===== config.mk =====
export PLATFORM = sky130hd
export DESIGN_NAME = simd_div_ctrl
export DESIGN_NICKNAME = d
export VERILOG_FILES = /design/src/source/simd_div_ctrl.sv
export SDC_FILE = /design/constraint.sdc
export NUM_CORES = 1
export LEC_CHECK = 0
export ABC_AREA = 1
export BUFFER_PORTS_ARGS = -buffer_cell sky130_fd_sc_hd__buf_4
export CAP_MARGIN = 15
export CORE_AREA = 2 2 39 41
export CTS_CLUSTER_SIZE = 8
export DETAILED_ROUTE_END_ITERATION = 10
export DIE_AREA = 0 0 41 43
export SLEW_MARGIN = 15
export SYNTH_ARGS = -nofsm -noshare
export SYNTH_HDL_FRONTEND = slang
export SYNTH_SLANG_ARGS = --single-unit

===== constraint.sdc =====
create_clock -name clk_i -period 0.9 [get_ports clk_i]
set_input_delay 0.27 -clock clk_i [delete_from_list [all_inputs] [get_ports clk_i]]
set_output_delay 0.27 -clock clk_i [all_outputs]
set_load 0.01 [all_outputs]

===== src/source/simd_div_ctrl.sv =====
// Handshake and sequencing FSM for the iterative SIMD divide slice
`timescale 1ns/1ns
`default_nettype none

module simd_div_ctrl (
  input  logic clk_i,
  input  logic reset_i,
  input  logic in_valid_i,
  input  logic flush_i,
  input  logic out_ready_i,
  input  logic last_step_i,
  output logic in_ready_o,
  output logic start_o,
  output logic step_o,
  output logic out_valid_o,
  output logic busy_o
);

  typedef enum logic [1:0] {
    IDLE = 2'd0,
    RUN  = 2'd1,
    DONE = 2'd2
  } state_e;

  state_e state_q;
  state_e state_d;

  // Set for the one cycle after the final step, lets the lane results settle
  logic drain_q;

  // ----------------------------------------------------------
  // Handshake outputs
  // ----------------------------------------------------------
  // A flush in the same cycle wins over a new request
  assign in_ready_o  = (state_q == IDLE) & ~flush_i;
  assign start_o     = in_valid_i & in_ready_o;
  assign step_o      = (state_q == RUN) & ~drain_q;
  assign out_valid_o = (state_q == DONE);
  assign busy_o      = (state_q != IDLE);

  // ----------------------------------------------------------
  // Next state
  // ----------------------------------------------------------
  always_comb begin
    state_d = state_q;
    case (state_q)
      IDLE: begin
        if (start_o) begin
          state_d = RUN;
        end
      end
      RUN: begin
        if (drain_q) begin
          state_d = DONE;
        end
      end
      DONE: begin
        // Result held until the consumer takes it
        if (out_ready_i) begin
          state_d = IDLE;
        end
      end
      default: state_d = IDLE;
    endcase
    if (flush_i) begin
      state_d = IDLE;
    end
  end

  always_ff @(posedge clk_i) begin
    if (reset_i) begin
      state_q <= IDLE;
      drain_q <= 1'b0;
    end else begin
      state_q <= state_d;
      drain_q <= step_o & last_step_i & ~flush_i;
    end
  end

endmodule

`default_nettype wire


# [After elaboration in Yosys (flattened, before gate mapping)]
# Cells that the tools add are included.
# W data, S select, Z words.
[classes] bitwise_logic=7 reduce_logical=4 muxes=4 n_eq_ne=5
[ops] cell="$mux W2" n=3
[ops] cell="$ne A2 B2 Y1 const B" n=3
[ops] cell="$pmux W2 S3" n=1
[ops] cell="$and A1 B1 Y1" n=5
[ops] cell="$reduce_and A3 Y1" n=1
[ops] cell="$eq A2 B1 Y1 const B" n=1
[ops] cell="$eq A2 B2 Y1 const B" n=1
[ops] cell="$logic_not A2 Y1" n=1
[ops] cell="$not A1 Y1" n=2
[ops] cell="$reduce_bool A2 Y1" n=1
[ops] cell="$reduce_or A2 Y1" n=1
[word_totals] ff_bits=3 output_inout_bits=5 in_bits=6 wordCells=22

# [Logic depth before layout (Yosys ltp)]
[depth] depth_word=5 mapped_depth=4 depth_no_buf=4

# [Least setup slack after synthesis]
# No wires, ideal clock.
[synth_path] path_kind="reg-to-output" from="register state_q[0]" to="output in_ready_o" required_time_ns=0.630 t_arrival_ns=0.690 n_path_buf=0 setup_slack_ns=-0.060 path_stages_with_launch=4 path_cell_list="dfxtp_1 > nor2_1 > inv_1 > nor2_1"
[synth_via] elab_chain_cells=2
[synth_lines] element="from (decl)" line_no="25" text="state_e state_q;"
[synth_lines] element="from (signal assigned)" line_no="75" text="state_q <= state_d;"
[synth_lines] element="$logic_not A2 Y1" line_no="35" text="assign in_ready_o = (state_q == IDLE) & ~flush_i;"
[synth_lines] element="$and A1 B1 Y1" line_no="35"
[synth_lines] element="to (decl)" line_no="12" text="output logic in_ready_o,"
# Every way passes these cells.

# [Worst setup path after layout]
[layout_path] from="register state_q[0]" to="output start_o"
[layout_via] elab_chain_cells=3
[layout_lines] element="$logic_not A2 Y1" line_no="35"
[layout_lines] element="$and A1 B1 Y1" line_no="35"
[layout_lines] element="$and A1 B1 Y1" line_no="36" text="assign start_o = in_valid_i & in_ready_o;"
[layout_lines] element="to (decl)" line_no="13" text="output logic start_o,"
# Every way passes these cells.

==> flow_summary.json <==
{
  "status": "finished with violations",
  "failed_checks": "setup timing",
  "final_setup_violation_count": 5,
  "maxCapViolCount": 0,
  "clock_tree_sinks": 3,
  "power.share.combinational": 0.170,
  "wl_per_cell_um": 7.70,
  "swShare": 0.231,
  "rr_worst_depth": 4,
  "syn-cell-area_sq_um": 150,
  "grt_pass1_vias": 205,
  "antenna_left": 0,
  "hold_viol": 0,
  "totalPowerFinal_mw": 0.452,
  "seq_area_sq_um": 62.6,
  "clock_tree.root_cell": "clkbuf_4",
  "grt_start_max_net_pins": 4,
  "dp_slack_ps": -86.7,
  "io_pins": 11,
  "seq_power_share": 0.305,
  "peakVddDrop_mv": 0.369,
  "drtPass1Iterations": 2,
  "place_hpwl_um": 323,
  "critPathMaxFanout": 3,
  "critPathSlowestCell": "dfxtp_2",
  "cts_max_path_buffers": 2,
  "grt_setup_unrepaired": "yes",
  "clk_transition_reported_paths_ps": 40,
  "largest_incremental_delay_on_the_critical_path_ps": 330,
  "post_route_cells_drive_above_1_share": 0.684,
  "place_congestion": 0.668,
  "clock_share_of_power": 0.525,
  "cts_buffers": 3,
  "timing.clock.skew_ps": 0.803,
  "port_buffers": 10,
  "fin_util": 0.241,
  "synth_seq_cells": 3,
  "critical_path.cell_chain": "nor2_4 > nand3_1 > inv_1 > buf_4",
  "diodes": 0,
  "post_synthesis_to_final_layout_area_growth_pct": 122,
  "hp-class": "primary input to flop",
  "cp_data_arrival_time_ps": 930,
  "fp.dieH_um": 43,
  "power.leakage_nw": 0.175,
  "worstSetupEndpointType": "output pin",
  "max_slew_margin": 0.923,
  "critPathLaunch": "state_q[0]",
  "synth_warnings": 0,
  "setup.reg_to_reg.worst_slack_ps": 20,
  "worstSetupStartpointType": "flop",
  "drt_wl_total_um": 416,
  "placement.cell_area_sq_um": 279,
  "min_from": "out_ready_i",
  "rr_startpoint": "state_q[1]",
  "grt_first_pass_wirelength_um": 731,
  "hold_path_depth": 4,
  "power.density_mw_per_mm2": 1360,
  "die_area_sq_mm": 0.00176,
  "cts-hold-fix-buffers": 0,
  "multi_input_area_sq_um": 88.8,
  "period_share": 1.33,
  "grt.overflow.total": 0,
  "stdcell_area_sq_um": 333,
  "fp-row-count": 14,
  "drcViolationCount": 0,
  "critPathKind": "flop to output pin",
  "fin_nets": 45,
  "die_width_um": 41,
  "hold_path_end": "state_q[1]",
  "leading_cell_type_in_the_layout_fill_and_taps_excluded": "buf_4",
  "clock_tree_from_tritoncts": "done",
  "place_inst": 50,
  "layout_common_cells": "buf_4, inv_1, clkbuf_4, buf_6",
  "worst-slew-pin-transition_ps": 115,
  "clock.fmax_mhz": 833,
  "drt_iter0_markers": 2,
  "finalWorstSetupSlack_ps": -300,
  "syn_nets": 27,
  "r2r_end": "drain_q",
  "net_switching_power_mw": 0.105,
  "period_needed_ps": 1200,
  "report.final.slew_viol_count": 0,
  "worst_ep_required_time_ps": 630,
  "internal_power_mw": 0.348,
  "yosysUniqueCellTypes": 10,
  "placeableCoreArea_sq_mm": 0.00138,
  "route.vias.total": 184,
  "syn-mean-instance-area_sq_um": 7.15,
  "synth-seq-area-share": 0.400,
  "avgViaCountPerCell": 3.41,
  "total_track_usage": 0.0661,
  "final_cell_count_no_fill": 54,
  "grt_antenna_before_repair": 0,
  "clock_insertion_delay_worst_skew_ps": 230,
  "synth_cells": 21,
  "fill_cells": 156,
  "initial_core_util": 0.108,
  "htree_num_levels": 1
}
-- cell type report --
class / count / share of cell area
inverters: 7 / 0.0789
multi-input cells: 11 / 0.267
repair buffers: 13 / 0.327
well taps: 16 / 0.0602
flip-flops and latches: 3 / 0.188
clock buffers: 4 / 0.0789
-- Yosys cell counts --
library cell	n	area, sq um
inv_1	7	26.3
dfxtp_1	3	60.1
a21oi_1	2	10.0
nand3_1	2	10.0
nor2_1	2	7.51
nand2_1	1	3.75
nand3b_1	1	7.51
nor2_2	1	6.26
nor3_2	1	10.0
or2_4	1	8.76
-- through the flow --
step,TNS [ps],hold WS [ps]
after floorplan,-1.36,400
after global placement,-269,467
after detailed placement,-317,476
after CTS,-1530,271
after global routing,-1730,308
final,-1410,286
-- cell families after synthesis --
group,synth area share
and+or+nand+nor,0.358
AOI/OAI and AO/OA,0.0667
buffers and inverters,0.175
DFF,0.400
-- per-layer routing --
layer  global-route usage  vias to the layer above  share of wire
met2                0.106                        4           0.57
met5                    0                        -              0
met3               0.0157                        0          0.055
li1                     -                       97              -
met1               0.0543                       83           0.37
met4               0.0800                        0              0
-- sequential cells by signal (all words and copies together), names as in the netlist --
| name | cells |
|---|---|
| drain_q | 1 |
| state_q | 2 |
-- power by group through the flow --
stage	Clock, mW	Sequential (mW)	Combinational [mW]
2_1_floorplan	0	0.140	0.0248
3_3_place_gp	0	0.139	0.0669
3_5_place_dp	0	0.140	0.0676
4_1_cts	0.251	0.138	0.0785
5_1_grt	0.268	0.138	0.0833
6_report	0.237	0.138	0.0769
-- worst max path at each step --
| stage | to | depth (start not counted) | slack [ps] |
|---|---|---|---|
| floorplan | in_ready_o | 3 | -1 |
| global placement | start_o | 5 | -80 |
| detailed placement | start_o | 4 | -90 |
| CTS | start_o | 4 | -320 |
| global route | start_o | 4 | -360 |
| finish | start_o | 4 | -300 |
-- worst max-delay path, delay by kind of cell, from the launching register on --
family / cells / cell delay, ps
flops: 1 / 330
simple gates: 2 / 200
buf+inv: 2 / 170
-- timing repair --
item / in CTS / in global routing
pin swaps: 2 / 1
gates resized for setup: 8 / 1
setup buffers: 1 / 0
endpoints found under the setup margin: 5 / 7
(Power assumes the default switching activity.)
