## src/source/simd_div_pkg.sv

```systemverilog
// Shared formats, operations and lane geometry of the SIMD divide slice
`default_nettype none

package simd_div_pkg;

  // Integer element formats of a request
  typedef enum logic [1:0] {
    INT8  = 2'd0,
    INT16 = 2'd1,
    INT32 = 2'd2
  } int_fmt_e;

  // Result selection
  typedef enum logic {
    DIV = 1'b0,
    REM = 1'b1
  } div_op_e;

  localparam int unsigned SLICE_WIDTH = 32;
  localparam int unsigned NUM_LANES   = 4;

  // Lane 0 handles every format, the upper lanes only the narrow ones
  localparam int unsigned LANE_WIDTHS [NUM_LANES] = '{32, 16, 8, 8};

  // Wide enough to hold the 32 iterations of INT32
  localparam int unsigned CNT_WIDTH = 6;

  function automatic int unsigned fmt_width(int_fmt_e fmt);
    case (fmt)
      INT8:    return 8;
      INT16:   return 16;
      default: return 32;
    endcase
  endfunction

  function automatic int unsigned fmt_lanes(int_fmt_e fmt);
    case (fmt)
      INT8:    return 4;
      INT16:   return 2;
      default: return 1;
    endcase
  endfunction

endpackage

`default_nettype wire

```

## src/source/iter_counter.sv

```systemverilog
// Down-counter of divider iterations that flags the final step
`timescale 1ns/1ns
`default_nettype none

module iter_counter (
  input  logic                   clk_i,
  input  logic                   reset_i,
  input  logic                   start_i,
  input  logic                   step_i,
  input  simd_div_pkg::int_fmt_e fmt_i,
  output logic                   last_step_o
);

  import simd_div_pkg::*;

  logic [CNT_WIDTH-1:0] cnt_q;

  // One iteration per element bit, so the format sets the latency
  always_ff @(posedge clk_i) begin
    if (reset_i) begin
      cnt_q <= '0;
    end else if (start_i) begin
      cnt_q <= CNT_WIDTH'(fmt_width(fmt_i));
    end else if (step_i && (cnt_q != '0)) begin
      cnt_q <= cnt_q - 1'b1;
    end
  end

  assign last_step_o = (cnt_q == CNT_WIDTH'(1));

endmodule

`default_nettype wire

```

## config.mk

```make
export PLATFORM = sky130hd
export DESIGN_NAME = iter_counter
export DESIGN_NICKNAME = d
export VERILOG_FILES = /design/src/source/simd_div_pkg.sv /design/src/source/iter_counter.sv
export SDC_FILE = /design/constraint.sdc
export NUM_CORES = 1
export LEC_CHECK = 0
export BUFFER_PORTS_ARGS = -buffer_cell sky130_fd_sc_hd__buf_2
export CORE_AREA = 3 3 40 42
export DETAILED_ROUTE_END_ITERATION = 7
export DIE_AREA = 0 0 43 45
export GPL_TIMING_DRIVEN = 0
export SKIP_CTS_REPAIR_TIMING = 1
export SLEW_MARGIN = 5
export SYNTH_ARGS = -nofsm -noshare
export SYNTH_HDL_FRONTEND = slang
export SYNTH_SLANG_ARGS = --single-unit
```

## constraint.sdc

```tcl
create_clock -name clk_i -period 2.2 [get_ports clk_i]
set_clock_uncertainty 0.05 [all_clocks]
set_input_delay 0.44 -clock clk_i [delete_from_list [all_inputs] [get_ports clk_i]]
set_output_delay 0.44 -clock clk_i [all_outputs]
set_load 0.02 [all_outputs]
```

Yosys cells after proc, flatten, opt, wreduce, memory -nomap -nowiden. Index checks and enable logic that the tools add are counted. W data, S select, Z words.

Multipliers: 0. Multiplexer cells: 3. Div/mod/pow operators: 0. Magnitude comparators: 0. Equal/unequal tests: 2. Bitwise gates (word level): 0. Reduce and logical (&&, ||, !) cells: 4. Add/subtract/negate cells: 1. Shift operators: 0.

Operator list (number): $mux W6 (2); $pmux W6 S2 (1); $eq A6 B1 Y1 const B (1); $reduce_bool A6 Y1 (1); $sub A6 B1 Y6 const B (1); $eq A2 B1 Y1 const B (1); $logic_not A2 Y1 (1); $reduce_bool A2 Y1 (1); $logic_and A1 B1 Y1 (1).

Bits in read-only memories: 0. Input port bits: 6. Bits in latches: 0. Memories kept: 0. Output and inout port bits: 1. Register bits: 6. Bits in writable memories: 0. Word-level logic and storage cells: 11.

Logic depth before layout (Yosys ltp). Gate-level depths: netlist (run 1).

Depth after elaboration: 4. Mapped depth: 5. Gate-level depth less buffers: 5.

Least setup slack after synthesis (run 1). Ideal clock, no wire load.

Path type: register to output. From: register cnt_q[2]. To: output port last_step_o. Setup slack: 344 ps. Required time: 1710 ps. Buffers on the path: 1. Data arrival time: 1366 ps. Cell stages (with the launch flop): 4. Path through: dfxtp_1 or3_1 clkbuf_2 nor3b_1.

Word-level cells in the longest chain between the ends: 1.

Ends and longest elaborated chain: start: declaration (line iter_counter.sv:16) `logic [CNT_WIDTH-1:0] cnt_q;`; start signal: assignment (line iter_counter.sv:23) `cnt_q <= CNT_WIDTH'(fmt_width(fmt_i));`; start signal: assignment (line iter_counter.sv:25) `cnt_q <= cnt_q - 1'b1;`; $eq A6 B1 Y1 (line iter_counter.sv:29) `assign last_step_o = (cnt_q == CNT_WIDTH'(1));`; end: declaration (line iter_counter.sv:11) `output logic last_step_o`.

Every way passes these cells.

Worst setup path in the final report (run 1). Same ends and word-level chain as after synthesis.

==> results.yml, run 1 <==
hold_path:
  hold_path_class: "primary input to register"
pwr:
  p_int_w: 0.000209
  switching_share: 0.286
  p_switching_w: 0.0000839
  seqPwrFrac: 0.423
  clockPowerShare: 0.353
  power_frac_comb: 0.224
  irDropWorstVdd_mv: 0.230
  p_leak_nw: 0.194
  p_per_area_nw_per_um2: 649
routing:
  vias: 354
  drt-pass1-iter-count: 4
  wl_per_cell_um: 11.0
  drtIter0Drc: 3
  drc_errors: 0
  routed_via_density: 5.21
  wirelength_um: 745
  antenna_left: 0
logic_synthesis:
  ys_ff_latch: 6
  yosysTopAreaCell: "dfxtp_1"
  syn_inst: 44
  yosysUniqueCellTypes: 26
  yosysWarnings: 0
  synth.area.top_cells: "dfxtp_1 (32%), ha_1 (9.9%), inv_1 (3.9%), nand2_1 (3.9%), nor3b_1 (3.9%)"
  synth_seq_area_share: 0.316
  avgSynthCellArea_um2: 8.64
  netlist_area_um2: 380
  netlist.area_leader.share: 0.316
  syn-num-nets: 53
worst_setup_path:
  cp-end-kind: "output pin"
  crit_chain: "or3_1 -> clkbuf_2 -> nor3b_1 -> buf_2"
  worstPathRequired_ps: 1710
  cpPeakStageDelay_ps: 370
  crit_fanout: 8
  crit_type: "register to output pin"
  startpoint_type: "register"
  cp.arrival_ps: 1500
  cp_slowest_cell: "or3_1"
timing:
  hold_viol: 0
  slew_violations: 0
  finalSetupTns_ps: 0
  whs_ps: 360
  worst_pin_slew_ps: 265
  fmax_mhz: 501
  setup_ws_ps: 206
  layout_min_cycle_time_ps: 1990
  min_period_over_period: 0.906
  slew_headroom: 0.822
  rsz0062_at_grt: "false"
  setup_viol: 0
grt:
  track_usage: 0.0949
  grt_max_degree: 9
  antenna_found_initial: 0
  grt_overflow_total: 0
  grt_first_pass_wirelength_um: 1350
  grt_pass1_vias: 319
flow_run:
  drv_cap: 0
placed_design:
  io_buffers: 6
  place_ws_ps: 369
  place_hpwl_um: 594
  dp_cells: 65
  gp_congestion: 0.727
cells_and_area:
  drive_gt1_frac: 0.264
  reg_top3: "cnt_q (6)"
  syn2layout_area_growth_pct: 18.7
  utilization: 0.352
  diodes: 0
  mostFrequentLayoutCells: "dfxtp_1 (6), buf_2 (6), inv_1 (4), nand2_1 (4)"
  top_register: "cnt_q"
  num-nets-final: 64
  fin_cells: 68
  largest_register_ffs: 6
die:
  rows: 13
  die_h_um: 45
  fp.dieW_um: 43
  ioPinCount: 7
  core_um2: 1280
  initial_core_util: 0.296
  die_area_um2: 1940
cts:
  path_clk_slew_ps: 50
  clock_latency_ps: 240
  cts_max_path_buffers: 2
  numCtsBuffers: 3
  cts_sinks: 6
  h-tree-depth: 1
  cts_tree: "done"
  cts_root_buf: "clkbuf_4"
run_status:
  status: "finished, final reports clean"
[worst max-delay path: cells and delay by family (launching register included)]
| family | cells | cell delay, ps |
|---|---|---|
| simple gates | 2 | 570 |
| buf+inv | 2 | 360 |
| flops | 1 | 340 |
[power groups by stage]
stage               Sequential (W)  Combinational [W]  Clock (W)
floorplan                 0.000124          0.0000487          0
global placement          0.000126          0.0000647          0
detailed placement        0.000126          0.0000656          0
CTS                       0.000124          0.0000660   0.000109
global route              0.000125          0.0000770   0.000113
finish                    0.000124          0.0000656   0.000103
[kinds of logic (layout without fill, tap and decap cells)]
family,Yosys count,after routing,synth area share
DFF,6,6,0.316
adders and majority gates,3,3,0.0987
buffers and inverters,5,14,0.0526
and+or+nand+nor,17,17,0.266
AOI/OAI and AO/OA,12,12,0.240
muxes,1,1,0.0263
[path summary, 6_finish.rpt]
check / cells past startpoint / from / slack [ps] / to
worst max-delay path: 4 / cnt_q[2] / 210 / last_step_o
worst min-delay path: 2 / reset_i / 360 / cnt_q[5]
worst max register to register: 4 / cnt_q[2] / 460 / cnt_q[5]
worst min register to register: 1 / cnt_q[3] / 450 / cnt_q[3]
[final cells by class]
type                       count  area [um2]
sequential                     6         120
fill                         135         833
multi-input combinational     33         240
clock buffer                   3        22.5
timing repair buffer           6        30.0
buffer                         1        5.00
inverter                       4        15.0
tap                           15        18.8
[cell usage after synthesis]
cell type	instances
o21ai_0	1
or3b_2	1
a31oi_1	1
dfxtp_1	6
ha_1	3
o211ai_1	1
nor3b_1	2
o31a_2	1
inv_1	4
nand2b_1	2
or4b_2	1
a21oi_1	2
or3_1	1
o2111ai_1	1
nor2_1	3
nor4b_1	1
a311oi_1	1
mux2i_1	1
o31a_1	1
nand2_1	4
o211a_1	1
or4_1	1
or2_2	1
clkbuf_2	1
o41ai_1	1
o21a_1	1
[layer usage]
metal	global-route usage	vias to the layer above	part of all wire
met2	0.132	14	0.44
met4	0.0723	0	0.016
met5	0	-	0
met1	0.125	155	0.47
met3	0.0239	2	0.070
li1	-	183	-
[per-stage QoR]
| stage | instance area [um2] | power, W |
|---|---|---|
| after floorplan | 380 | 0.000173 |
| after global placement | 429 | 0.000191 |
| after detailed placement | 429 | 0.000192 |
| after CTS | 452 | 0.000298 |
| after global routing | 452 | 0.000314 |
| final | 452 | 0.000293 |
Power figures use the tool's default switching activity.
==> inputs of run 2 (changes only) <==
--- a/config.mk
+++ b/config.mk
@@ -11,4 +11,5 @@
 export DIE_AREA = 0 0 43 45
 export GPL_TIMING_DRIVEN = 0
+export REMOVE_ABC_BUFFERS = 1
 export SKIP_CTS_REPAIR_TIMING = 1
 export SLEW_MARGIN = 5
==> constraint.sdc (replaced) <==
create_clock -name clk_i -period 2.2 [get_ports clk_i]
set_clock_uncertainty 0.05 [all_clocks]
set_input_delay 0.22 -clock clk_i [delete_from_list [all_inputs] [get_ports clk_i]]
set_output_delay 0.22 -clock clk_i [all_outputs]
set_load 0.02 [all_outputs]
==> results.yml, run 2 (synthesis gave the netlist of run 1 again) <==
run_status:
  status: "finished, final reports clean"
cells_and_area:
  largest_register_ffs: 6
  num-nets-final: 63
  fin_cells: 67
  mostFrequentLayoutCells: "dfxtp_1 (6), buf_2 (6), inv_1 (4), nand2_1 (4)"
  top_register: "cnt_q"
  syn2layout_area_growth_pct: 17.4
  reg_top3: "cnt_q (6)"
  num-fill-cells: 149
  drive_gt1_frac: 0.250
  diodes: 0
worst_setup_path:
  r2r_slack_ps: 480
  worstPathRequired_ps: 1930
  critical_path.endpoint: "last_step_o"
  r2r_start: "cnt_q[2]"
  reg2reg_to: "cnt_q[5]"
  cp.arrival_ps: 1490
  crit_type: "register to output pin"
  crit_fanout: 8
  reg2reg_depth: 3
  startpoint: "cnt_q[2]"
  cp-end-kind: "output pin"
  startpoint_type: "register"
die:
  ioPinCount: 7
  die_h_um: 45
  fp.dieW_um: 43
  die_area_um2: 1940
  initial_core_util: 0.296
  rows: 13
  core_um2: 1280
placed_design:
  gp_congestion: 0.700
  place_ws_ps: 474
  dp_cells: 64
  io_buffers: 6
  place_hpwl_um: 584
pwr:
  irDropWorstVdd_mv: 0.179
  p_leak_nw: 0.189
  p_per_area_nw_per_um2: 654
routing:
  drc_errors: 0
  antenna_left: 0
  drtIter0Drc: 3
  drt-pass1-iter-count: 4
  routed_via_density: 5.12
  wl_per_cell_um: 11.0
  wirelength_um: 736
  vias: 343
grt:
  grt_max_degree: 9
  grt_pass1_vias: 314
  grt_overflow_total: 0
  antenna_found_initial: 0
  grt_first_pass_wirelength_um: 1330
  track_usage: 0.0966
cts:
  h-tree-depth: 1
  clock_latency_ps: 250
  cts_root_buf: "clkbuf_4"
  cts_tree: "done"
  cts_sinks: 6
  path_clk_slew_ps: 50
  numCtsBuffers: 3
  cts_max_path_buffers: 2
flow_run:
  drv_cap: 0
timing:
  layout_min_cycle_time_ps: 1760
  setup_viol: 0
  min_period_over_period: 0.799
  hold_viol: 0
  fmax_mhz: 569
  slew_violations: 0
  worst_pin_slew_ps: 252
  rsz0062_at_grt: "false"
  slew_headroom: 0.830
  setup_ws_ps: 441
  finalSetupTns_ps: 0
hold_path:
  hold_path_class: "primary input to register"
==> run 2: cell count changes in the layout (fill, tap and decap cells not counted) <==
cell / change
clkbuf_2: -1
==> run 2: how the worst min path moves through the flow <==
stage                       start        to  slack, ps  cells after the start
after detailed placement  reset_i  cnt_q[5]        400                      2
after global routing      reset_i  cnt_q[5]        160                      2
after floorplan           reset_i  cnt_q[5]        240                      1
final                     reset_i  cnt_q[5]        140                      2
after CTS                 reset_i  cnt_q[5]        130                      2
after global placement    reset_i  cnt_q[5]        390                      2
==> run 2: layout make-up <==
class	count	area, um2	area share
multi-input combinational	33	240	0.538
timing repair buffer	6	30.0	0.0672
sequential	6	120	0.269
inverter	4	15.0	0.0336
clock buffer	3	22.5	0.0504
tap	15	18.8	0.0420
==> run 2: critical path, cell delays in order, from the launching register on <==
cell and delay (ps):
dfxtp_1 340, or3_1 500, nor3b_1 220, buf_2 190
==> run 2: layer usage <==
metal,global-route usage,vias to the layer above,routed length [um]
met5,0,-,0
met4,0.0904,0,15
met2,0.135,8,345
met1,0.120,153,337
li1,-,180,-
met3,0.0239,2,37
==> run 2: report_power, final <==
part	total, W	internal [W]	leakage (nW)	switching [W]
clock network	0.000105	0.0000620	0.0138	0.0000434
registers	0.000124	0.000117	0.0493	0.00000661
logic	0.0000632	0.0000285	0.126	0.0000347
total	0.000292	0.000207	0.189	0.0000847
==> run 2: per-stage QoR <==
stage,utilization,power (W),area (um2),hold WS [ps]
floorplan,-,0.000170,375,242
global placement,0.330,0.000188,424,390
detailed placement,0.330,0.000189,424,399
CTS,0.348,0.000299,447,128
global route,0.348,0.000313,447,163
finish,0.348,0.000292,447,136
