--- config.mk ---
export PLATFORM = sky130hd
export DESIGN_NAME = div_lane
export DESIGN_NICKNAME = d
export VERILOG_FILES = /design/src/source/simd_div_pkg.sv /design/src/source/div_lane.sv
export SDC_FILE = /design/constraint.sdc
export NUM_CORES = 1
export LEC_CHECK = 0
export BUFFER_PORTS_ARGS = -buffer_cell sky130_fd_sc_hd__buf_2
export CORE_ASPECT_RATIO = 1.2
export CORE_UTILIZATION = 50
export DETAILED_ROUTE_END_ITERATION = 12
export PLACE_DENSITY = 0.71
export SYNTH_ARGS = -nofsm -noshare
export SYNTH_HDL_FRONTEND = slang
export SYNTH_SLANG_ARGS = --single-unit
--- constraint.sdc ---
create_clock -name clk_i -period 2.75 [get_ports clk_i]
set_input_delay 0.275 -clock clk_i [delete_from_list [all_inputs] [get_ports clk_i]]
set_output_delay 0.275 -clock clk_i [all_outputs]
set_load 0.05 [all_outputs]
--- src/source/simd_div_pkg.sv ---
// Shared formats, operations and lane geometry of the SIMD divide slice
`default_nettype none

package simd_div_pkg;

  // Integer element formats of a request
  typedef enum logic [1:0] {
    INT8  = 2'd0,
    INT16 = 2'd1,
    INT32 = 2'd2
  } int_fmt_e;

  // Result selection
  typedef enum logic {
    DIV = 1'b0,
    REM = 1'b1
  } div_op_e;

  localparam int unsigned SLICE_WIDTH = 32;
  localparam int unsigned NUM_LANES   = 4;

  // Lane 0 handles every format, the upper lanes only the narrow ones
  localparam int unsigned LANE_WIDTHS [NUM_LANES] = '{32, 16, 8, 8};

  // Wide enough to hold the 32 iterations of INT32
  localparam int unsigned CNT_WIDTH = 6;

  function automatic int unsigned fmt_width(int_fmt_e fmt);
    case (fmt)
      INT8:    return 8;
      INT16:   return 16;
      default: return 32;
    endcase
  endfunction

  function automatic int unsigned fmt_lanes(int_fmt_e fmt);
    case (fmt)
      INT8:    return 4;
      INT16:   return 2;
      default: return 1;
    endcase
  endfunction

endpackage

`default_nettype wire

--- src/source/div_lane.sv ---
// Restoring unsigned divider lane that yields one quotient bit per step
`timescale 1ns/1ns
`default_nettype none

module div_lane #(
  parameter int unsigned LaneWidth = 32
) (
  input  logic                                 clk_i,
  input  logic                                 reset_i,
  input  logic                                 start_i,
  input  logic                                 step_i,
  input  logic [simd_div_pkg::SLICE_WIDTH-1:0] dividend_i,
  input  logic [simd_div_pkg::SLICE_WIDTH-1:0] divisor_i,
  output logic [LaneWidth-1:0]                 quotient_o,
  output logic [LaneWidth-1:0]                 remainder_o,
  output logic                                 div_zero_o
);

  logic [LaneWidth-1:0] rem_q;
  logic [LaneWidth-1:0] quo_q;
  logic [LaneWidth-1:0] dvd_q;
  logic [LaneWidth-1:0] dvs_q;
  logic                 dz_q;

  // Partial remainder with the next dividend bit shifted in
  logic [LaneWidth:0]   shifted;
  logic [LaneWidth-1:0] diff;
  logic                 fits;

  // ----------------------------------------------------------
  // Trial subtraction
  // ----------------------------------------------------------
  assign shifted = {rem_q, dvd_q[LaneWidth-1]};
  assign fits    = (shifted >= {1'b0, dvs_q});
  // A fitting trial leaves less than the divisor, so LaneWidth bits suffice
  assign diff    = shifted[LaneWidth-1:0] - dvs_q;

  // ----------------------------------------------------------
  // Datapath registers
  // ----------------------------------------------------------
  always_ff @(posedge clk_i) begin
    if (start_i) begin
      rem_q <= '0;
      quo_q <= '0;
      dvd_q <= dividend_i[LaneWidth-1:0];
      dvs_q <= divisor_i[LaneWidth-1:0];
    end else if (step_i) begin
      // With a zero divisor every trial fits, so the quotient fills with ones
      if (fits) begin
        rem_q <= diff;
      end else begin
        rem_q <= shifted[LaneWidth-1:0];
      end
      quo_q <= {quo_q[LaneWidth-2:0], fits};
      dvd_q <= dvd_q << 1;
    end
  end

  // Divide-by-zero flag
  always_ff @(posedge clk_i) begin
    if (reset_i) begin
      dz_q <= 1'b0;
    end else if (start_i) begin
      dz_q <= (divisor_i[LaneWidth-1:0] == '0);
    end
  end

  assign quotient_o  = quo_q;
  assign remainder_o = rem_q;
  assign div_zero_o  = dz_q;

endmodule

`default_nettype wire

Word-level counts from Yosys, hierarchy flattened
Cells that the tools add are included.
- ROM bits: 0
- output and inout port bits: 65
- bits in latches: 0
- flip-flop bits (word level): 129
- RAM bits: 0
- memories kept: 0
- logic and storage cells: 12
- input bits: 68
- div/mod/pow operators: 0
- muxes and demuxes: 3
- shifts and indexed selects: 0
- magnitude comparators: 1
- bitwise operators: 0
- multipliers: 0
- reductions and logical operators: 2
- $add $sub $neg: 1
- equality and inequality tests: 0
- operator list (kind ; number):
    $mux W32 ; 3
    $ge A33 B32 Y1 ; 1
    $logic_not A32 Y1 ; 1
    $sub A32 B32 Y32 ; 1
    $reduce_bool A2 Y1 ; 1

Depth between registers and ports, before layout
Gate-level depths: netlist of run 1.
- depth after elaboration: 2
- gate-level depth with buffers: 12
- mapped depth without buffers: 11

Worst setup path before layout of run 1
Ideal clock, no wire load.
- path kind: register to register
- from: reg rem_q[0], in the netlist remainder_o[0]
- to: reg rem_q[28], in the netlist remainder_o[28]
- setup time: 0.082 ns
- stages on the path, launching flop included: 11
- buffers on the path: 0
- data required time: 2.668 ns
- setup slack: -0.093 ns
- period minus slack after synthesis: 2.843 ns
- data arrival time: 2.761 ns
- path through: dfxtp_1 > inv_1 > fa_1 > nand2b_1 > a21oi_1 > o21ai_1 > a21oi_1 > a2111oi_0 > or3_1 > xor2_1 > o221ai_1
- word-level cells in the longest chain between the ends: 2
- ends and longest elaborated chain (element ; line ; source):
    from (decl) ; div_lane.sv:19 ; logic [LaneWidth-1:0] rem_q;
    from (signal assigned) ; div_lane.sv:50 ; rem_q <= diff;
    from (signal assigned) ; div_lane.sv:52 ; rem_q <= shifted[LaneWidth-1:0];
    $sub A32 B32 Y32 or $ge A33 B32 Y1 (tied branches) ; div_lane.sv:36, div_lane.sv:34 ;
    $mux W32 * ; div_lane.sv:49 ; if (fits) begin
Mark *: on every way between the ends. The rest lies on a longest branch, timed or not.
A chain may end at the register's enable or synchronous reset.

Worst setup path after layout of run 1
- from: reg dvs_q[3]
- to: reg rem_q[21], in the netlist remainder_o[21]
- word-level cells in the longest chain between the ends: 2
- ends and longest elaborated chain (element ; line ; source):
    from (decl) ; div_lane.sv:22 ; logic [LaneWidth-1:0] dvs_q;
    from (signal assigned) ; div_lane.sv:46 ; dvs_q <= divisor_i[LaneWidth-1:0];
    $sub A32 B32 Y32 or $ge A33 B32 Y1 (tied branches) ; div_lane.sv:36, div_lane.sv:34 ;
    $mux W32 * ; div_lane.sv:49 ;
Marks and branches as above.

==> results.md, run 1 <==
- Clock Latency Late Sink: 0.42 ns
- Post-Synthesis Mean Instance Area: 9.95 µm²
- Synthesis-stage register bit count: 129
- Worst setup SP type: flip-flop
- Initial cell density of the core: 51.0%
- First-pass GRT wire length: 28400 µm
- Post-Synth Adder-Cell Area: 5.99%
- Cell variety after synth: 62
- CP Data Required Time: 3.07 ns
- DRC viols: 0
- # setup viols final: 0
- Routed vias: 5958
- Crit-path most repeated cell: a21o_4
- Proportion of layout cells with a drive suffix above 1: 28.9%
- Hold Slack: 0.0437 ns
- Routed wire length: 18000 µm
- Area of the core: 13800 µm²
- Hold WC Path Type: in2reg
- Leakage: 3.77 nW
- Simple-gate portion of the synthesized area: 14.5%
- Post-synth EDFFs: 64
- Gr usage total: 25.4%
- Compound-Gate Fraction of Synth Area: 16.0%
- Sequential share of the synthesized area: 46.0%
- Synthesized area: 7010 µm²
- Antenna-violating nets left: 0
- Met1 usage: 29.5%
- Worst EP arrival: 2.96 ns
- Final Critical Period: 2.64 ns
- Die ar.: 14500 µm²
- Num Clock Sinks: 129
- Grt total ovfl: 0
- Status: complete, no violations
- Clock skew: 0.00746 ns
- H-tree Lvls: 4
- Final core occ: 62.4%
- Die width: 110 µm
- CP peak stage delay: 0.37 ns
- Routed WL per cell: 17.4 µm
- PD cells: 621 nW/µm²
- Power, Total: 5.33 mW
- Slew margin rel.: 45.3%
- Bufs on Longest Clock Path: 2
- Synth Flop Type: dfxtp_1
- Global Route met3 Usage: 7.17%
- Die Y: 132 µm
- XOR/XNOR Fraction of Synth Area: 3.37%
- TritonCTS clock tree: built
- # fillers: 1175
- Slew Limit Fails: 0
- Area contributors post-synth: edfxtp_1 27%, dfxtp_1 19%, ha_1 5.7%
- Clock slew at reported path FFs: 0.06 ns
- Clk Tree Root Cell: clkbuf_16
- Via count of the first global-routing pass: 5957
- Antenna violations before repair: 0
- Largest net degree at the start of global routing: 124
- Synth area leader: edfxtp_1
- TritonCTS buffer count: 17
- Routed vias/inst: 5.78
- ANT cells: 0
- CP endpoint kind: flip-flop
- Yosys warns: 0
- Worst-Margin Slew: 0.818 ns
- Count of final hold-check violations: 0
- Port bufs: 132
- Most common cell after layout, fill and taps aside: buf_2
- DRT iter0 DRCs: 300
- Post-CTS Repair Setup Buffers: 0
- Most frequent cells in the layout: 131 x buf_2, 79 x nor2_1, 64 x dfxtp_1, 64 x edfxtp_1, 40 x nand2_1
- MaxCap Viol Count: 0
- Largest family of logic cells by synthesized area: compound AO/OA/AOI/OAI gates
- Busiest grt layer: met2
- Cells after Synth: 705
- Placer Congestion: 0.918
- Grt met2 use: 43.2%
- FFs w/ async S/R, synth: 0%
- Unrepaired setup endpoints after global routing: true
- Synthesis-to-layout area growth: 22.4%
- Rows: 47
- Crit-path max FO: 16
- Highest Clock Rate: 0.379 GHz
- DR pass1 iterations: 4
- Nets: 947
- Syn_nets: 806
- Final worst path period share: 96.0%
- Peak VDD IR: 0.000393 V
- Top cell type's share of synthesized area: 27.4%
- # IOs: 133
- CP Class: reg2reg
- Multiplexer area fraction after synthesis: 9.54%
- Slowest CP cell: ha_2
- Hpwl dp: 12700 µm
- Critical path cell sequence: inv_1, ha_2, nand3_1, o21ba_4, o211ai_1, and2_4, a21o_4, a21o_4, a211o_1, a311oi_2
state kept, by name, summed over array words and instances, names as in the netlist:
signal / flops
remainder_o: 32
dvd_q: 32
dvs_q: 32
quotient_o: 32
div_zero_o: 1
cells in the mapped netlist, drive strengths merged, types with 6 or more instances:
cell type  instances
mux2              31
a311oi            22
nand2             40
dfxtp             65
a21oi             35
nor4              11
a21o              11
xnor2             18
nand3             30
xor2               9
o21ai             43
mux2i             32
clkbuf            17
nor3               7
ha                32
inv               38
and2               8
nor2b              6
buf               21
nand2b             7
a211oi             6
nor2              81
nand4             13
edfxtp            64
layer usage:
layer  share of wire (%)  vias to the layer above
met1                  40                     2817
met3                 7.1                       42
met2                  50                      225
met4                 3.1                        0
met5                   0                        -
li1                    -                     2874
area by class of cell:
cell class,count,area [µm²],area share [%]
Clock inverter,15,134,1.56
Inverter,38,143,1.66
Sequential cell,129,3220,37.6
Clock buffer,17,425,4.95
Timing Repair Buffer,159,913,10.6
Tap cell,171,214,2.49
Multi-Input combinational cell,501,3530,41.1
power by group:
part	switching [mW]	internal [mW]	total (mW)	leakage (nW)
clock network	0.891	1.25	2.14	0.262
logic	0.588	0.394	0.982	2.34
registers	0.0599	2.15	2.21	1.17
total	1.54	3.79	5.33	3.77
stage by stage:
step | TNS, ns | instances | setup WS, ns | cell area, µm²
after floorplan | 0 | 705 | 0.0621 | 7020
after global placement | 0 | 996 | 0.0541 | 7940
after detailed placement | -0.0119 | 996 | -0.0119 | 7940
after CTS | -0.0225 | 1029 | -0.0136 | 8510
after global routing | -0.0555 | 1030 | -0.0555 | 8590
final | 0 | 1030 | 0.110 | 8590
path summary, 6_finish.rpt:
| kind | endpoint | from | depth (start not counted) | slack (ns) |
|---|---|---|---|---|
| min | dvs_q[10]$_DFFE_PP_ | divisor_i[10] | 1 | 0.04 |
| max | remainder_o[21]$_SDFFE_PP0P_ | dvs_q[3]$_DFFE_PP_ | 10 | 0.11 |
| min reg2reg | div_zero_o$_SDFFE_PP0P_ | div_zero_o$_SDFFE_PP0P_ | 2 | 0.46 |
| max reg2reg | remainder_o[21]$_SDFFE_PP0P_ | dvs_q[3]$_DFFE_PP_ | 10 | 0.11 |
worst max-delay path: cells and delay by family (launching register included):
kind	cells	cell delay (ns)
buffers and inverters	1	0.05
and+or+nand+nor	2	0.31
AOI/OAI and AO/OA	6	1.49
DFF	1	0.34
adders and majority gates	1	0.37
timing repair:
action / in CTS / in global routing
gates cloned: 0 / 1
hold buffers: 1 / 0
pin swaps: 0 / 5
endpoints found under the setup margin: 4 / 32
hold endpoints to repair: 1 / 0
resized for setup: 1 / 21
logic make-up after synthesis:
group,count (synthesis)
AOI/OAI and AO/OA,161
xor gates and xnor gates,27
adders and majority gates,33
buffers and inverters,76
DFF,129
muxes,63
and+or+nand+nor,216
No activity file was read; power rests on OpenSTA's default activity.
==> run 2, diff against run 1 <==
- ABC_AREA: not set -> 1
- CAP_MARGIN: not set -> 20
- PLACE_DENSITY: 0.71 -> 0.7
==> results.md, run 2 <==
- Sw frac: 25.0% (was 28.9%)
- Max layer used: met4 (unchanged)
- Most frequent cell after synthesis: nand2_1 (was nor2_1)
- MaxCap Viol Count: 0 (unchanged)
- Synth area leader: edfxtp_1 (unchanged)
- Highest Clock Rate: 0.432 GHz (was 0.379 GHz)
- TritonCTS buffer count: 17 (unchanged)
- Die ar.: 15800 µm² (was 14500 µm²)
- Synth Flop Type: dfxtp_1 (unchanged)
- Num Clock Sinks: 129 (unchanged)
- Largest net degree at the start of global routing: 62 (was 124)
- Via count of the first global-routing pass: 6657 (was 5957)
- # IOs: 133 (unchanged)
- Initial cell density of the core: 51.1% (was 51.0%)
- Worst-Margin Slew: 1.10 ns (was 0.818 ns)
- CP endpoint kind: flip-flop (unchanged)
- Int Power: 3.71 mW (was 3.79 mW)
- First-pass GRT wire length: 32700 µm (was 28400 µm)
- Met3 WL post-DR: 1150 µm (was 1270 µm)
- Clk Tree Root Cell: clkbuf_16 (unchanged)
- Slew margin rel.: 26.2% (was 45.3%)
- Final Critical Period: 2.32 ns (was 2.64 ns)
- Setup TNS: 0 ns (unchanged)
- Hold WC Path Type: in2reg (unchanged)
- Switching Power: 1.24 mW (was 1.54 mW)
- Die Y: 137 µm (was 132 µm)
- Commonest cells post-synth: 370 x nand2_1, 188 x inv_1, 74 x nand3_1, 65 x dfxtp_1 (was 80 x nor2_1, 65 x dfxtp_1, 64 x edfxtp_1, 40 x nand2_1, 38 x inv_1)
- Cell variety after synth: 39 (was 62)
- Placed inst area: 8510 µm² (was 7940 µm²)
- Unrepaired setup endpoints after global routing: false (was true)
- Reg2reg setup slack: 0.43 ns (was 0.11 ns)
- Clock skew: 0.0113 ns (was 0.00746 ns)
- XOR/XNOR Fraction of Synth Area: 1.03% (was 3.37%)
- Layout Cells excl Fill: 1411 (was 1030)
- Final worst path period share: 84.2% (was 96.0%)
- Area of the core: 15000 µm² (was 13800 µm²)
- Worst EP arrival: 2.60 ns (was 2.96 ns)
- Top cell type's share of synthesized area: 25.1% (was 27.4%)
- Status: complete, no violations (unchanged)
- Cts repair resizes: 0 (was 1)
- # fillers: 1478 (was 1175)
- Power, Total: 4.95 mW (was 5.33 mW)
- Routed vias/inst: 5.00 (was 5.78)
- Slew Limit Fails: 0 (unchanged)
- Non-Filler Cell Area, Final: 9120 µm² (was 8590 µm²)
- Yosys warns: 0 (unchanged)
- Multiplexer area fraction after synthesis: 0% (was 9.54%)
- # setup viols final: 0 (unchanged)
- Synthesis-to-layout area growth: 19.3% (was 22.4%)
- DR pass1 iterations: 6 (was 4)
- Area of the multi-input gates: 3530 µm² (about the same)
- Crit-path max FO: 35 (was 16)
- DRT iter0 DRCs: 475 (was 300)
- Synthesized area: 7650 µm² (was 7010 µm²)
- DRC viols: 0 (unchanged)
- PD cells: 543 nW/µm² (was 621 nW/µm²)
- Gr usage total: 27.1% (was 25.4%)
- Count of final hold-check violations: 0 (unchanged)
- Routed wire length: 20200 µm (was 18000 µm)
- Bufs on Longest Clock Path: 2 (unchanged)
- Sequential share of the synthesized area: 42.1% (was 46.0%)
- TritonCTS clock tree: built (unchanged)
- Placer Congestion: 0.991 (was 0.918)
- Syn_nets: 1161 (was 806)
- Met2 routed WL: 9620 µm (was 9020 µm)
- Proportion of layout cells with a drive suffix above 1: 18.1% (was 28.9%)
- Leakage: 4.90 nW (was 3.77 nW)
- Die width: 115 µm (was 110 µm)
- Antenna violations before repair: 0 (unchanged)
- Antenna-violating nets left: 0 (unchanged)
- Routed vias: 7049 (was 5958)
- Grt total ovfl: 0 (unchanged)
- Most common cell after layout, fill and taps aside: nand2_1 (was buf_2)
- Clock share of power: 47.3% (was 40.1%)
- Post-Synth Adder-Cell Area: 5.50% (was 5.99%)
- FFs w/ async S/R, synth: 0% (unchanged)
- Compound-Gate Fraction of Synth Area: 5.97% (was 16.0%)
- Simple-gate portion of the synthesized area: 33.7% (was 14.5%)
- Port bufs: 132 (unchanged)
- Post-Synthesis Mean Instance Area: 7.22 µm² (was 9.95 µm²)
- Routed WL per cell: 14.3 µm (was 17.4 µm)
- H-tree Lvls: 4 (unchanged)
- CP Class: reg2reg (unchanged)
- Synthesis-stage register bit count: 129 (unchanged)
- Clock Latency Late Sink: 0.42 ns (about the same)
- Nets: 1295 (was 947)
- Cells after Synth: 1060 (was 705)
- Largest family of logic cells by synthesized area: simple AND/OR/NAND/NOR gates (was compound AO/OA/AOI/OAI gates)
- Worst setup SP type: flip-flop (unchanged)
- Seq pwr share: 43.4% (was 41.5%)
- Most frequent cells in the layout: 370 x nand2_1, 187 x inv_1, 132 x buf_2 (was 131 x buf_2, 79 x nor2_1, 64 x dfxtp_1, 64 x edfxtp_1, 40 x nand2_1)
- Post-synth EDFFs: 64 (unchanged)
- DRT met1 WL: 8720 µm (was 7110 µm)
- Rows: 49 (was 47)
- Area contributors post-synth: edfxtp_1 25%, nand2_1 18%, dfxtp_1 17% (was edfxtp_1 27%, dfxtp_1 19%, ha_1 5.7%)
- Storage cell area: 3220 µm² (about the same)
- CP Data Required Time: 3.03 ns (was 3.07 ns)
- Cells after DPL: 1378 (was 996)
- Hpwl dp: 15200 µm (was 12700 µm)
- Peak VDD IR: 0.000440 V (was 0.000393 V)
- ANT cells: 0 (unchanged)
- Clock slew at reported path FFs: 0.06 ns (about the same)
- Comb pwr share: 9.3% (was 18.4%)
run 2: metal layers:
metal,GRT usage (%),vias up
met3,6.34,40
met4,13.0,0
met2,44.7,201
met1,33.2,3160
met5,0,-
li1,-,3648
run 2: cells by family (layout without fill, tap and decap cells):
kind of cell	count (synthesis)	after routing
flip-flops	129	129
AO/OA/AOI/OAI	76	76
XOR/XNOR	9	9
adder cells (fa/ha/maj)	33	33
buffers and inverters	224	371
AND/OR/NAND/NOR	589	589
run 2: layout make-up:
class | instances | share of cell area [%]
Timing Repair Buffer | 146 | 8.56
Sequential cell | 129 | 35.3
Inverter | 193 | 7.94
Clock inverter | 15 | 1.96
Clock buffer | 17 | 4.66
Tap cell | 204 | 2.80
Multi-Input combinational cell | 707 | 38.7
run 2: path summary, 6_finish.rpt:
path,start,endpoint,depth (start not counted)
hold / removal,divisor_i[30],dvs_q[30]$_DFFE_PP_,1
setup reg to reg,remainder_o[22]$_SDFFE_PP0P_,remainder_o[22]$_SDFFE_PP0P_,13
hold reg to reg,quotient_o[31]$_SDFFE_PP0P_,quotient_o[31]$_SDFFE_PP0P_,2
setup / recovery,remainder_o[22]$_SDFFE_PP0P_,remainder_o[22]$_SDFFE_PP0P_,13
run 2: stage by stage:
| stage | hold WS, ns | utilization, % | worst slack, ns |
|---|---|---|---|
| after CTS | 0.0211 | 61.0 | 0.458 |
| after global routing | 0.0274 | 61.0 | 0.235 |
| after detailed placement | 0.437 | 56.9 | 0.476 |
| after global placement | 0.434 | 56.8 | 0.480 |
| final | 0.0425 | 61.0 | 0.434 |
| after floorplan | 0.344 | - | 0.451 |
run 2: worst max-delay path, cell delays in order, from the launching register on:
cell     delay (ns)
dfxtp_1        0.35
ha_1           0.43
nand2_2        0.13
inv_1          0.04
a21oi_1        0.19
nand2_1        0.10
nand2_1        0.08
nand2_2        0.07
nor2_4         0.17
nand2_8        0.20
nand2_4        0.18
nor2_1         0.05
nor2_1         0.10
nor2_1         0.04
run 2: timing repair:
action / 4_1_cts / 5_1_grt
setup buffers: 0 / 0
hold buffers: 1 / 0
hold endpoints to repair: 1 / 0
run 2: power by group through the flow:
stage	clock [mW]	sequential (mW)	combinational [mW]
final	2.34	2.15	0.462
after global routing	2.46	2.16	0.517
after CTS	2.39	2.15	0.461
after floorplan	0	2.19	0.291
after global placement	0	2.18	0.454
after detailed placement	0	2.19	0.457
==> run 3, diff against run 2 <==
- ABC_AREA: 1 -> 0
- PLACE_DENSITY: 0.7 -> 0.71
- clock period: 2.75 -> 2.4 ns (I/O delays scaled with it)
==> results.md, run 3 (same netlist as run 1, synthesis figures left out) <==
- CP bufs+invs: 3 (was 1)
- Final Critical Period: 2.55 ns (was 2.32 ns)
- Count of final hold-check violations: 0 (unchanged)
- Hold Crit Depth: 1 (unchanged)
- Area of the core: 13800 µm² (was 15000 µm²)
- DRT iter0 DRCs: 507 (was 475)
- Routed WL per cell: 19.7 µm (was 14.3 µm)
- Grt total ovfl: 0 (unchanged)
- Final worst path period share: 106% (was 84.2%)
- DR pass1 iterations: 9 (was 6)
- Most frequent cells in the layout: 130 x buf_2, 118 x buf_4, 77 x nor2_1 (was 370 x nand2_1, 187 x inv_1, 132 x buf_2)
- Crit-path max FO: 7 (was 35)
- Slew Limit Fails: 0 (unchanged)
- Most common cell after layout, fill and taps aside: buf_2 (was nand2_1)
- CP peak stage delay: 0.39 ns (was 0.43 ns)
- Final core occ: 75.8% (was 61.0%)
- Via count of the first global-routing pass: 6765 (was 6657)
- Routed vias/inst: 5.96 (was 5.00)
- Worst-Margin Slew: 0.860 ns (was 1.10 ns)
- Worst EP arrival: 2.87 ns (was 2.60 ns)
- PnR worst setup slack: -0.150 ns (was 0.434 ns)
- Nets: 1070 (was 1295)
- Die Y: 132 µm (was 137 µm)
- # setup viols final: 28 (was 0)
- Antenna-violating nets left: 0 (unchanged)
- Failing checks: negative setup slack
- Clk Tree Root Cell: clkbuf_16 (unchanged)
- H-tree Lvls: 4 (unchanged)
- Placer Congestion: 0.900 (was 0.991)
- Status: finished with violations (was complete, no violations)
- Gr usage total: 29.3% (was 27.1%)
- Reg2Reg Launch Point: dvs_q[11]$_DFFE_PP_ (was remainder_o[22]$_SDFFE_PP0P_)
- Leakage: 4.52 nW (was 4.90 nW)
- Hpwl dp: 14400 µm (was 15200 µm)
- Reg2reg path depth: 11 (was 13)
- Worst setup SP type: flip-flop (unchanged)
- Routed wire length: 22700 µm (was 20200 µm)
- Critical path cell sequence: inv_1, ha_2, nand4_1, nor4_1, a31oi_1, o21ai_2, a211oi_2, clkbuf_16, buf_8, nand3_1, a311oi_2 (was ha_1, nand2_2, inv_1, a21oi_1, nand2_1, nand2_1, nand2_2, nor2_4, nand2_8, nand2_4, nor2_1, nor2_1, nor2_1)
- TritonCTS buffer count: 17 (unchanged)
- Hold WC Path Type: in2reg (unchanged)
- Bufs on Longest Clock Path: 2 (unchanged)
- # IOs: 133 (unchanged)
- Die ar.: 14500 µm² (was 15800 µm²)
- Proportion of layout cells with a drive suffix above 1: 50.1% (was 18.1%)
- First-pass GRT wire length: 32700 µm (about the same)
- Clock Latency Late Sink: 0.42 ns (about the same)
- Crit-path leading delay family: compound AO/OA/AOI/OAI gates (was simple AND/OR/NAND/NOR gates)
- Unrepaired setup endpoints after global routing: true (was false)
- Initial cell density of the core: 51.0% (was 51.1%)
- DRC viols: 0 (unchanged)
- CP Data Required Time: 2.72 ns (was 3.03 ns)
- Peak VDD IR: 0.000573 V (was 0.000440 V)
- Worst Hold End: dvs_q[5]$_DFFE_PP_ (was dvs_q[30]$_DFFE_PP_)
- Clock skew: 0.00884 ns (was 0.0113 ns)
- CP Class: reg2reg (unchanged)
- Die width: 110 µm (was 115 µm)
- Reg2reg setup slack: -0.15 ns (was 0.43 ns)
- Placed inst area: 8700 µm² (was 8510 µm²)
- MaxCap Viol Count: 0 (unchanged)
- Slew margin rel.: 42.5% (was 26.2%)
- Reg-to-reg critical path endpoint: remainder_o[24]$_SDFFE_PP0P_ (was remainder_o[22]$_SDFFE_PP0P_)
- Non-Filler Cell Area, Final: 10400 µm² (was 9120 µm²)
- Clock slew at reported path FFs: 0.06 ns (about the same)
- Synthesis-to-layout area growth: 48.8% (was 19.3%)
- Num Clock Sinks: 129 (unchanged)
- CP endpoint kind: flip-flop (unchanged)
- Rows: 47 (was 49)
- Routed vias: 6870 (was 7049)
- Port bufs: 132 (unchanged)
- Antenna violations before repair: 0 (unchanged)
- Largest net degree at the start of global routing: 98 (was 62)
- HP Start: divisor_i[5] (was divisor_i[30])
- Highest Clock Rate: 0.392 GHz (was 0.432 GHz)
- Slowest CP cell: edfxtp_1 (was ha_1)
- TritonCTS clock tree: built (unchanged)
- ANT cells: 0 (unchanged)
- PD cells: 643 nW/µm² (was 543 nW/µm²)
run 3: metal layers:
metal / part of all wire [%] / GRT usage [%]
met5: 0 / 0
met4: 4.6 / 15.5
met3: 7.4 / 8.75
met2: 51 / 49.4
met1: 37 / 32.6
run 3: what timing repair did:
item,in CTS,in global routing
gates cloned,4,1
endpoints found under the setup margin,33,33
setup buffers,9,13
endpoints found under the hold margin,8,0
pin swaps,16,33
gates resized for setup,48,118
hold buffers,8,0
run 3: cell type report:
| class | instances | area, µm² |
|---|---|---|
| fill | 907 | 3330 |
| multi-input combinational | 502 | 4250 |
| tap | 171 | 214 |
| clock buffer | 19 | 464 |
| clock inverter | 13 | 116 |
| inverter | 38 | 143 |
| sequential | 129 | 3280 |
| timing repair buffer | 281 | 1970 |
run 3: worst register-to-register path: cells and delay by family, from the launching register on:
kind	cells	cell delay, ns
flip-flops	1	0.39
AND/OR/NAND/NOR	3	0.35
buffers and inverters	3	0.45
AO/OA/AOI/OAI	4	0.93
adder cells (fa/ha/maj)	1	0.33
run 3: worst max path at each step:
stage | from | to | slack [ns] | depth (start not counted)
6_report | dvs_q[11]$_DFFE_PP_ | remainder_o[24]$_SDFFE_PP0P_ | -0.15 | 11
3_3_place_gp | dvs_q[3]$_DFFE_PP_ | remainder_o[19]$_SDFFE_PP0P_ | -0.13 | 11
2_1_floorplan | remainder_o[2]$_SDFFE_PP0P_ | remainder_o[21]$_SDFFE_PP0P_ | 0.003 | 9
3_5_place_dp | dvs_q[3]$_DFFE_PP_ | remainder_o[20]$_SDFFE_PP0P_ | -0.25 | 11
4_1_cts | dvs_q[0]$_DFFE_PP_ | remainder_o[24]$_SDFFE_PP0P_ | -0.06 | 11
5_1_grt | dvs_q[11]$_DFFE_PP_ | remainder_o[21]$_SDFFE_PP0P_ | -0.29 | 10
run 3: report_power, final:
group          total, mW  internal, mW  switching, mW
clock network       2.54          1.45           1.09
logic               1.64         0.738          0.904
registers           2.53          2.47         0.0659
total               6.71          4.65           2.06
run 3: metrics by stage:
stage          instances  setup slack [ns]  hold WS [ns]  TNS [ns]  total power, mW
2_1_floorplan        705           0.00255         0.309         0             3.36
3_3_place_gp        1086            -0.130         0.397     -2.81             3.86
3_5_place_dp        1086            -0.250         0.424     -5.18             3.89
4_1_cts             1139           -0.0581     0.0000446    -0.129             6.51
5_1_grt             1153            -0.294      -0.00192     -5.52             6.95
6_report            1153            -0.150        0.0102     -1.92             6.71
